`src/hdl/mips_isa_pkg.sv`:
```
package mips_isa_pkg;

   ////////////////////////////////////////
   // Opcodes and funct codes
   ////////////////////////////////////////

   localparam logic [5:0] OP_SPECIAL = 6'b000000;   // R-type, decoded by funct
   localparam logic [5:0] OP_J       = 6'b000010;
   localparam logic [5:0] OP_JAL     = 6'b000011;
   localparam logic [5:0] OP_BEQ     = 6'b000100;
   localparam logic [5:0] OP_BNE     = 6'b000101;

   localparam logic [5:0] FN_JR      = 6'b001000;
   localparam logic [5:0] FN_JALR    = 6'b001001;

   // Return address register for JAL
   localparam logic [4:0] LINK_REG   = 5'd31;

   ////////////////////////////////////////
   // Instruction formats
   ////////////////////////////////////////

   typedef struct packed
   {
      logic [5:0] op;
      logic [4:0] rs;
      logic [4:0] rt;
      logic [4:0] rd;
      logic [4:0] shamt;
      logic [5:0] funct;
   } r_fmt_t;

   typedef struct packed
   {
      logic [5:0]  op;
      logic [4:0]  rs;
      logic [4:0]  rt;
      logic [15:0] imm;   // Branch offset in words
   } i_fmt_t;

   typedef struct packed
   {
      logic [5:0]  op;
      logic [25:0] index;
   } j_fmt_t;

   // One instruction word, three ways to look at it
   typedef union packed
   {
      r_fmt_t r;
      i_fmt_t i;
      j_fmt_t j;
   } instr_t;

   // Branch flag, numbering kept from the old pipeline
   typedef enum logic [2:0]
   {
      BR_NONE = 3'd0,
      BR_JR   = 3'd1,
      BR_JALR = 3'd2,
      BR_BEQ  = 3'd3,
      BR_BNE  = 3'd4,
      BR_J    = 3'd5,
      BR_JAL  = 3'd6
   } branch_flag_t;

endpackage

```
`src/hdl/branch_pipe_pkg.sv`:
```
package branch_pipe_pkg;

   localparam int ADDR_BITS = 11;   // Word address width
   localparam int DATA_BITS = 32;

   typedef logic [ADDR_BITS-1:0] addr_t;
   typedef logic [DATA_BITS-1:0] data_t;

   ////////////////////////////////////////
   // Stage interfaces
   ////////////////////////////////////////

   // Decode stage output as seen by this stage
   typedef struct packed
   {
      logic                 valid;
      addr_t                pc;
      mips_isa_pkg::instr_t instr;
      data_t                rs_val;
      data_t                rt_val;
   } stage_in_t;

   typedef struct packed
   {
      mips_isa_pkg::branch_flag_t flag;
      logic [25:0]                index;    // J-type target
      logic [15:0]                offset;   // BEQ/BNE displacement
      logic [4:0]                 rd;       // JALR link register
      addr_t                      pc;
      data_t                      rs_val;
      data_t                      rt_val;
   } decoded_t;

   // Result of one resolution path
   typedef struct packed
   {
      logic  take;
      addr_t target;
   } target_t;

   typedef struct packed
   {
      logic  valid;
      logic  taken;
      addr_t target;
      logic  hazard_disable;   // Hazard unit skips its stall check
   } redirect_t;

   typedef struct packed
   {
      logic       write;
      logic [4:0] reg_num;
      addr_t      value;   // Return address, PC plus one
   } link_t;

endpackage

```
`src/hdl/branch_flag_decoder.sv`:
```
module branch_flag_decoder
(
   input  branch_pipe_pkg::stage_in_t i_stage,
   output branch_pipe_pkg::decoded_t  o_dec
);

   mips_isa_pkg::instr_t       instr;
   mips_isa_pkg::branch_flag_t flag;

   assign instr = i_stage.instr;

   ////////////////////////////////////////
   // Flag decode
   ////////////////////////////////////////

   always_comb
   begin
      flag = mips_isa_pkg::BR_NONE;
      case (instr.r.op)
         mips_isa_pkg::OP_SPECIAL:
         begin
            // Only the two register jumps matter here
            if (instr.r.funct == mips_isa_pkg::FN_JR)
            begin
               flag = mips_isa_pkg::BR_JR;
            end
            else if (instr.r.funct == mips_isa_pkg::FN_JALR)
            begin
               flag = mips_isa_pkg::BR_JALR;
            end
         end
         mips_isa_pkg::OP_J:   flag = mips_isa_pkg::BR_J;
         mips_isa_pkg::OP_JAL: flag = mips_isa_pkg::BR_JAL;
         mips_isa_pkg::OP_BEQ: flag = mips_isa_pkg::BR_BEQ;
         mips_isa_pkg::OP_BNE: flag = mips_isa_pkg::BR_BNE;
         default:              flag = mips_isa_pkg::BR_NONE;
      endcase
   end

   ////////////////////////////////////////
   // Field pass-through
   ////////////////////////////////////////

   always_comb
   begin
      o_dec.flag   = flag;
      o_dec.index  = instr.j.index;   // J view
      o_dec.offset = instr.i.imm;     // I view
      o_dec.rd     = instr.r.rd;      // R view, JALR destination
      o_dec.pc     = i_stage.pc;
      o_dec.rs_val = i_stage.rs_val;
      o_dec.rt_val = i_stage.rt_val;
   end

endmodule

```
`src/hdl/branch_address_calculator.sv`:
```
module branch_address_calculator
(
   input  branch_pipe_pkg::decoded_t i_dec,
   output branch_pipe_pkg::target_t  o_jump,
   output logic                      o_hazard_disable
);

   branch_pipe_pkg::addr_t index_target;
   branch_pipe_pkg::addr_t reg_target;

   // Low index bits only, PC upper bits not concatenated
   assign index_target = i_dec.index[branch_pipe_pkg::ADDR_BITS-1:0];
   assign reg_target   = i_dec.rs_val[branch_pipe_pkg::ADDR_BITS-1:0];

   ////////////////////////////////////////
   // Unconditional jumps
   ////////////////////////////////////////

   always_comb
   begin
      o_jump.take      = 1'b0;
      o_jump.target    = '0;
      o_hazard_disable = 1'b0;

      case (i_dec.flag)
         mips_isa_pkg::BR_JR,
         mips_isa_pkg::BR_JALR:
         begin
            // Target from rs operand
            o_jump.take   = 1'b1;
            o_jump.target = reg_target;
         end

         mips_isa_pkg::BR_J,
         mips_isa_pkg::BR_JAL:
         begin
            o_jump.take      = 1'b1;
            o_jump.target    = index_target;
            o_hazard_disable = 1'b1;   // No register read, nothing to stall on
         end

         // BEQ, BNE and none handled elsewhere
         default:
         begin
            o_jump.take      = 1'b0;
            o_jump.target    = '0;
            o_hazard_disable = 1'b0;
         end
      endcase
   end

endmodule

```
`src/hdl/branch_condition_unit.sv`:
```
module branch_condition_unit
(
   input  branch_pipe_pkg::decoded_t i_dec,
   output branch_pipe_pkg::target_t  o_cond
);

   branch_pipe_pkg::data_t offset_ext;
   branch_pipe_pkg::addr_t rel_target;
   logic                   operands_equal;

   ////////////////////////////////////////
   // PC-relative target
   ////////////////////////////////////////

   // Sign extend the 16-bit word offset
   assign offset_ext = {{(branch_pipe_pkg::DATA_BITS-16){i_dec.offset[15]}}, i_dec.offset};

   // Wraps modulo the address space
   assign rel_target = i_dec.pc
                     + branch_pipe_pkg::addr_t'(1)
                     + branch_pipe_pkg::addr_t'(offset_ext);

   assign operands_equal = (i_dec.rs_val == i_dec.rt_val);

   ////////////////////////////////////////
   // Condition evaluation
   ////////////////////////////////////////

   always_comb
   begin
      o_cond.take   = 1'b0;
      o_cond.target = '0;

      case (i_dec.flag)
         mips_isa_pkg::BR_BEQ:
         begin
            o_cond.take   = operands_equal;
            o_cond.target = rel_target;
         end

         mips_isa_pkg::BR_BNE:
         begin
            o_cond.take   = !operands_equal;
            o_cond.target = rel_target;
         end

         default:
         begin
            // Jumps and non-branches
            o_cond.take   = 1'b0;
            o_cond.target = '0;
         end
      endcase
   end

endmodule

```
`src/hdl/branch_redirect_unit.sv`:
```
module branch_redirect_unit
(
   input  logic                      i_clock,
   input  logic                      i_rst_n,
   input  logic                      i_stage_enable,
   input  logic                      i_valid,
   input  branch_pipe_pkg::decoded_t i_dec,
   input  branch_pipe_pkg::target_t  i_jump,
   input  branch_pipe_pkg::target_t  i_cond,
   input  logic                      i_hazard_disable,
   output branch_pipe_pkg::redirect_t o_redirect,
   output branch_pipe_pkg::link_t     o_link
);

   logic                   take;
   branch_pipe_pkg::addr_t target;
   logic                   link_write;
   logic [4:0]             link_reg;
   branch_pipe_pkg::addr_t return_addr;

   // Control registers
   logic valid_q;
   logic taken_q;
   logic hazard_q;
   logic write_q;

   // Payload registers
   branch_pipe_pkg::addr_t target_q;
   logic [4:0]             reg_num_q;
   branch_pipe_pkg::addr_t value_q;

   ////////////////////////////////////////
   // Merge
   ////////////////////////////////////////

   assign take   = i_jump.take | i_cond.take;   // At most one fires
   assign target = i_jump.take ? i_jump.target : i_cond.target;

   assign link_write  = (i_dec.flag == mips_isa_pkg::BR_JAL)
                     || (i_dec.flag == mips_isa_pkg::BR_JALR);
   assign link_reg    = (i_dec.flag == mips_isa_pkg::BR_JAL) ? mips_isa_pkg::LINK_REG
                                                              : i_dec.rd;
   assign return_addr = i_dec.pc + branch_pipe_pkg::addr_t'(1);

   ////////////////////////////////////////
   // Output registers
   ////////////////////////////////////////

   always_ff @(posedge i_clock)
   begin
      if (!i_rst_n)
      begin
         valid_q  <= 1'b0;
         taken_q  <= 1'b0;
         hazard_q <= 1'b0;
         write_q  <= 1'b0;
      end
      else if (i_stage_enable)   // Hold on stall
      begin
         valid_q  <= i_valid;
         taken_q  <= i_valid & take;
         hazard_q <= i_valid & i_hazard_disable;
         write_q  <= i_valid & link_write;
      end
   end

   always_ff @(posedge i_clock)
   begin
      if (i_stage_enable)
      begin
         target_q  <= target;
         reg_num_q <= link_reg;
         value_q   <= return_addr;
      end
   end

   assign o_redirect = '{valid: valid_q, taken: taken_q, target: target_q,
                         hazard_disable: hazard_q};
   assign o_link     = '{write: write_q, reg_num: reg_num_q, value: value_q};

endmodule

```
`src/hdl/branch_resolve_top.sv`:
```
module branch_resolve_top
(
   input  logic                       i_clock,
   input  logic                       i_rst_n,
   input  logic                       i_stage_enable,
   input  branch_pipe_pkg::stage_in_t i_stage,
   output branch_pipe_pkg::redirect_t o_redirect,   // To fetch and hazard unit
   output branch_pipe_pkg::link_t     o_link        // To writeback
);

   branch_pipe_pkg::decoded_t dec;
   branch_pipe_pkg::target_t  jump_res;
   branch_pipe_pkg::target_t  cond_res;
   logic                      hazard_disable;

   ////////////////////////////////////////
   // Combinational resolution
   ////////////////////////////////////////

   branch_flag_decoder branch_flag_decoder_i
   (
      .i_stage (i_stage),
      .o_dec   (dec)
   );

   // Jump and branch paths side by side
   branch_address_calculator branch_address_calculator_i
   (
      .i_dec            (dec),
      .o_jump           (jump_res),
      .o_hazard_disable (hazard_disable)
   );

   branch_condition_unit branch_condition_unit_i
   (
      .i_dec  (dec),
      .o_cond (cond_res)
   );

   // Registered outputs, one cycle latency
   branch_redirect_unit branch_redirect_unit_i
   (
      .i_clock          (i_clock),
      .i_rst_n          (i_rst_n),
      .i_stage_enable   (i_stage_enable),
      .i_valid          (i_stage.valid),
      .i_dec            (dec),
      .i_jump           (jump_res),
      .i_cond           (cond_res),
      .i_hazard_disable (hazard_disable),
      .o_redirect       (o_redirect),
      .o_link           (o_link)
   );

endmodule

```
`config.mk`:
```
export PLATFORM = sky130hd
export DESIGN_NAME = branch_resolve_top
export DESIGN_NICKNAME = d
export VERILOG_FILES = /design/src/hdl/mips_isa_pkg.sv /design/src/hdl/branch_pipe_pkg.sv /design/src/hdl/branch_flag_decoder.sv /design/src/hdl/branch_address_calculator.sv /design/src/hdl/branch_condition_unit.sv /design/src/hdl/branch_redirect_unit.sv /design/src/hdl/branch_resolve_top.sv
export SDC_FILE = /design/constraint.sdc
export NUM_CORES = 1
export LEC_CHECK = 0
export CORE_MARGIN = 1
export CORE_UTILIZATION = 40
export CTS_CLUSTER_DIAMETER = 150
export CTS_CLUSTER_SIZE = 14
export DETAILED_ROUTE_END_ITERATION = 7
export DONT_BUFFER_PORTS = 1
export GPL_TIMING_DRIVEN = 1
export SKIP_LAST_GASP = 1
export SLEW_MARGIN = 20
export SYNTH_ARGS = -nofsm -noshare
export SYNTH_HDL_FRONTEND = slang
export SYNTH_SLANG_ARGS = --single-unit
```
`constraint.sdc`:
```
create_clock -name i_clock -period 2.9 [get_ports i_clock]
set_input_delay 0.145 -clock i_clock [delete_from_list [all_inputs] [get_ports i_clock]]
set_output_delay 0.145 -clock i_clock [all_outputs]
set_load 0.01 [all_outputs]
```
==> impl_summary.md <==
Run status
The flow ran to the end, and the final reports show no timing, DRC or antenna violations.

STA
The clock period minus final worst setup slack is between 2000 and 2500 ps. The final cycle utilization of the critical path is 80.8%. Adding up every negative setup slack in the final design gives 0 ps. Based on the critical path, the design can be clocked at up to 427 MHz.

Measured against its own limit, the worst slew margin works out to 64.8%. The number of failing setup endpoints in the final timing report is 0. The setup clock skew after layout is 0 ps. The total count of hold-check failures in the final report was 0.

At the pin with the least slew margin, the transition time is 526 ps. The final number of max-transition violations is 0. Setup repair after global routing left no endpoint under its margin.

Final layout
From synthesis to final layout, the design area changed by 7.44%. The sequential cells in the finished layout cover a total of 891 um2. For this run, the post-layout net count is between 300 and 400. The total inserted antenna cells is 0. The filler cells instantiated in the layout total 529.

In the final layout, the multi-input gates occupy between 0.001 and 0.0015 mm2. The ratio of cells with drive above 1 in the final layout is 5.61%.

Worst hold path
Counting instances, the worst hold path has a depth of 1. The worst hold endpoint is branch_redirect_unit_i.hazard_q. The class of the tightest hold or removal check is in2reg. The beginning of the worst hold path is i_rst_n.

Global routing
The total congestion overflow is 0. The initial antenna violation count is 0. The via count of the first global-routing pass is about 1.6k.

Global routing used about 19% of the available tracks across all layers. The first-pass GRT wire length is 8.35 mm. The largest net degree at the start of global routing is 28.

Worst setup path
The capturing point of the worst reg2reg path is branch_redirect_unit_i.taken_q. For the worst flop-to-flop path, the logic depth is 3. For the worst setup path, the data arrival time is approximately 2400 ps. The source of the worst register-to-register timing path is branch_redirect_unit_i.taken_q. Along the worst path, the maximum fanout reaches 6. STA classifies the critical path endpoint as a flip-flop.

At the worst endpoint, the required time is about 3000 ps. The critical path is of the in2reg type. The worst register-to-register path has a setup slack of 2150 ps.

The worst setup path is launched from a primary input.

Yosys
The register bit total from synthesis is 31. The cell taking the most area after synthesis is sky130_fd_sc_hd__edfxtp_1. Yosys instantiated no cell more often than sky130_fd_sc_hd__xor2_1. The summed instance area of the synthesized netlist is roughly 0.0022 mm2. The area share of the largest cell type after synthesis is between 30% and 40%. The warning count from the yosys run is 0. The share of synthesized flip-flops with an asynchronous set or reset is 0%. Yosys mapped a number of flops with a built-in enable equal to 27. The net count after synthesis is roughly 330. The average cell area after synthesis is ~10 um2. The sequential cell area fraction in the yosys report is 40.4%. In the synthesized netlist, the cells that appear most often are 39 x sky130_fd_sc_hd__xor2_1, 27 x sky130_fd_sc_hd__edfxtp_1, 11 x sky130_fd_sc_hd__ha_1. Ranked by total cell area, the synthesized netlist is headed by sky130_fd_sc_hd__edfxtp_1 37%, sky130_fd_sc_hd__xor2_1 16%, sky130_fd_sc_hd__ha_1 6.2%.

The top flip-flop cell by instance count after synthesis is sky130_fd_sc_hd__edfxtp_1. Synthesis produced a netlist whose cell count is 210. The post-synthesis cell type count is 41.

Route
Routed signal wires occupy layers up through met4. The first routing iteration left 53 violations. After detailed routing, the average wire length per cell comes to 18.4 um. Wire segments on met2 add up to 2.54 mm in the final route. Wires add up to 5.24 mm. The pre-antenna-repair detailed-routing pass consisted of 4 iterations.

Once detail routing completed, the nets flagged for antenna violations numbered 0. The remaining design rule violation count is 0. Detailed routing inserted a total of 1,616 vias.

The met3 wire length is 494 um. The via-per-instance ratio is 5.69. The met1 layer wirelength in the final routing is 2.16 mm.

Place
The placed wire-length estimate is between 4 and 5 mm. The quantity of I/O buffers inserted on ports is 0. The last weighted congestion value of the routability-driven placer is 0.868.

Power
After layout, the design draws a total of between 1 and 1.5 mW. The worst-case IR drop observed on VDD is 0.187 mV. The total power divided by cell area is 449 mW/mm2. In this run the static leakage power is 0.848 nW.

Clock tree
The source-to-sink clock delay at the later pin of the worst-skew pair is 280 ps. After clock tree synthesis, the setup repair step added 0 buffers. Counting along the longest clock path gives a buffer depth of 2.

Buffers inserted during clock tree synthesis total 5. The number of resized instances in the post-cts repair step is 0. CTS saw 31 sinks.

The root buffer cell chosen for the clock tree is sky130_fd_sc_hd__clkbuf_8. The clock slew at the register clock pins of the worst setup and hold paths is ~60 ps. CTS built an H-tree with a depth of 2. The CTS tree is done.

Run
The tool flagged a number of max-cap violations equal to 0.

Floorplanning
The chip height is 76.2 um. The overall die area is between 0.005 and 0.006 mm2. The count of pins on the block boundary is approximately 140.

The floorplan has 26 rows. The starting utilization of the core area is between 40 and 50%. From left edge to right edge, the die measures 76.2 um. The core area is 0.00520 mm2.
## power by group
group | internal (mW) | switching [mW] | total (mW)
sequential | 0.521 | 0.0275 | 0.548
clock | 0.168 | 0.156 | 0.324
combinational | 0.0911 | 0.0984 | 0.190
## registers in the layout, indices dropped and copies added (netlist names)
register / flops
branch_redirect_unit_i.taken_q: 1
branch_redirect_unit_i.target_q: 11
branch_redirect_unit_i.valid_q: 1
branch_redirect_unit_i.hazard_q: 1
branch_redirect_unit_i.reg_num_q: 5
branch_redirect_unit_i.write_q: 1
branch_redirect_unit_i.value_q: 11
## critical path, stage by stage
cell                       delay [ps]
sky130_fd_sc_hd__and4_4           220
sky130_fd_sc_hd__and4_1           230
sky130_fd_sc_hd__xor2_1           200
sky130_fd_sc_hd__ha_1             320
sky130_fd_sc_hd__a21oi_1          220
sky130_fd_sc_hd__o21ai_0          180
sky130_fd_sc_hd__a41oi_2          240
sky130_fd_sc_hd__xor2_1           230
sky130_fd_sc_hd__o21bai_1          90
sky130_fd_sc_hd__a221o_1          300
## metrics by stage
stage	utilization (%)	std cells	instance area [um2]	hold WS [ps]	setup WS (ps)
2_1_floorplan	-	210	2200	257	510
3_3_place_gp	43.3	274	2260	260	264
3_5_place_dp	43.3	274	2260	260	242
4_1_cts	45.5	284	2370	13.7	537
5_1_grt	45.5	284	2370	0.0200	353
6_report	45.5	284	2370	18.3	556
## worst max-delay path by stage
stage / from / end / slack (ps) / cells after the start
after floorplan: i_stage[99] / branch_redirect_unit_i.target_q[10] / 510 / 10
after global placement: i_stage[99] / branch_redirect_unit_i.target_q[10] / 260 / 10
after detailed placement: i_stage[99] / branch_redirect_unit_i.target_q[10] / 240 / 10
after CTS: i_stage[99] / branch_redirect_unit_i.target_q[10] / 540 / 10
after global routing: i_stage[99] / branch_redirect_unit_i.target_q[10] / 350 / 10
final: i_stage[99] / branch_redirect_unit_i.target_q[10] / 560 / 10
## cells by family after synthesis
group / synth area share [%]
compound gates: 14.0
xor+xnor: 19.5
fa+ha+maj: 7.15
buf+inv: 2.78
flops: 40.4
mux: 0.511
simple gates: 15.6
## layout make-up
type | count | share of cell area, %
Sequential cell | 31 | 37.6
Timing Repair Buffer | 3 | 1.59
Clock inverter | 1 | 0.211
Inverter | 5 | 0.793
Tap cell | 70 | 3.70
Multi-Input combinational cell | 167 | 52.9
Clock buffer | 7 | 3.22
## metal layers
layer  GRT usage, %  vias to the layer above
li1               -                      783
met1           22.6                      766
met2           30.2                       62
met3           7.78                        5
met4           4.62                        0
met5              0                        -
## cells in the final DEF (no fill, tap or decap), types with 5 or more instances in the layout
cell type	netlist	layout
sky130_fd_sc_hd__a21oi_1	6	6
sky130_fd_sc_hd__a22oi_1	9	9
sky130_fd_sc_hd__clkbuf_8	0	5
sky130_fd_sc_hd__edfxtp_1	27	27
sky130_fd_sc_hd__ha_1	11	11
sky130_fd_sc_hd__inv_1	5	5
sky130_fd_sc_hd__nand2_1	8	8
sky130_fd_sc_hd__nand2b_1	9	9
sky130_fd_sc_hd__nand3_1	7	7
sky130_fd_sc_hd__nor2_1	6	6
sky130_fd_sc_hd__nor4_1	9	9
sky130_fd_sc_hd__o21ai_0	10	10
sky130_fd_sc_hd__xnor2_1	10	10
sky130_fd_sc_hd__xor2_1	39	39
## repair_timing
action                                  4_1_cts  5_1_grt
endpoints found under the hold margin        28        0
endpoints found under the setup margin        0        0
hold buffers                                  2        0
(Power assumes the default switching activity.)
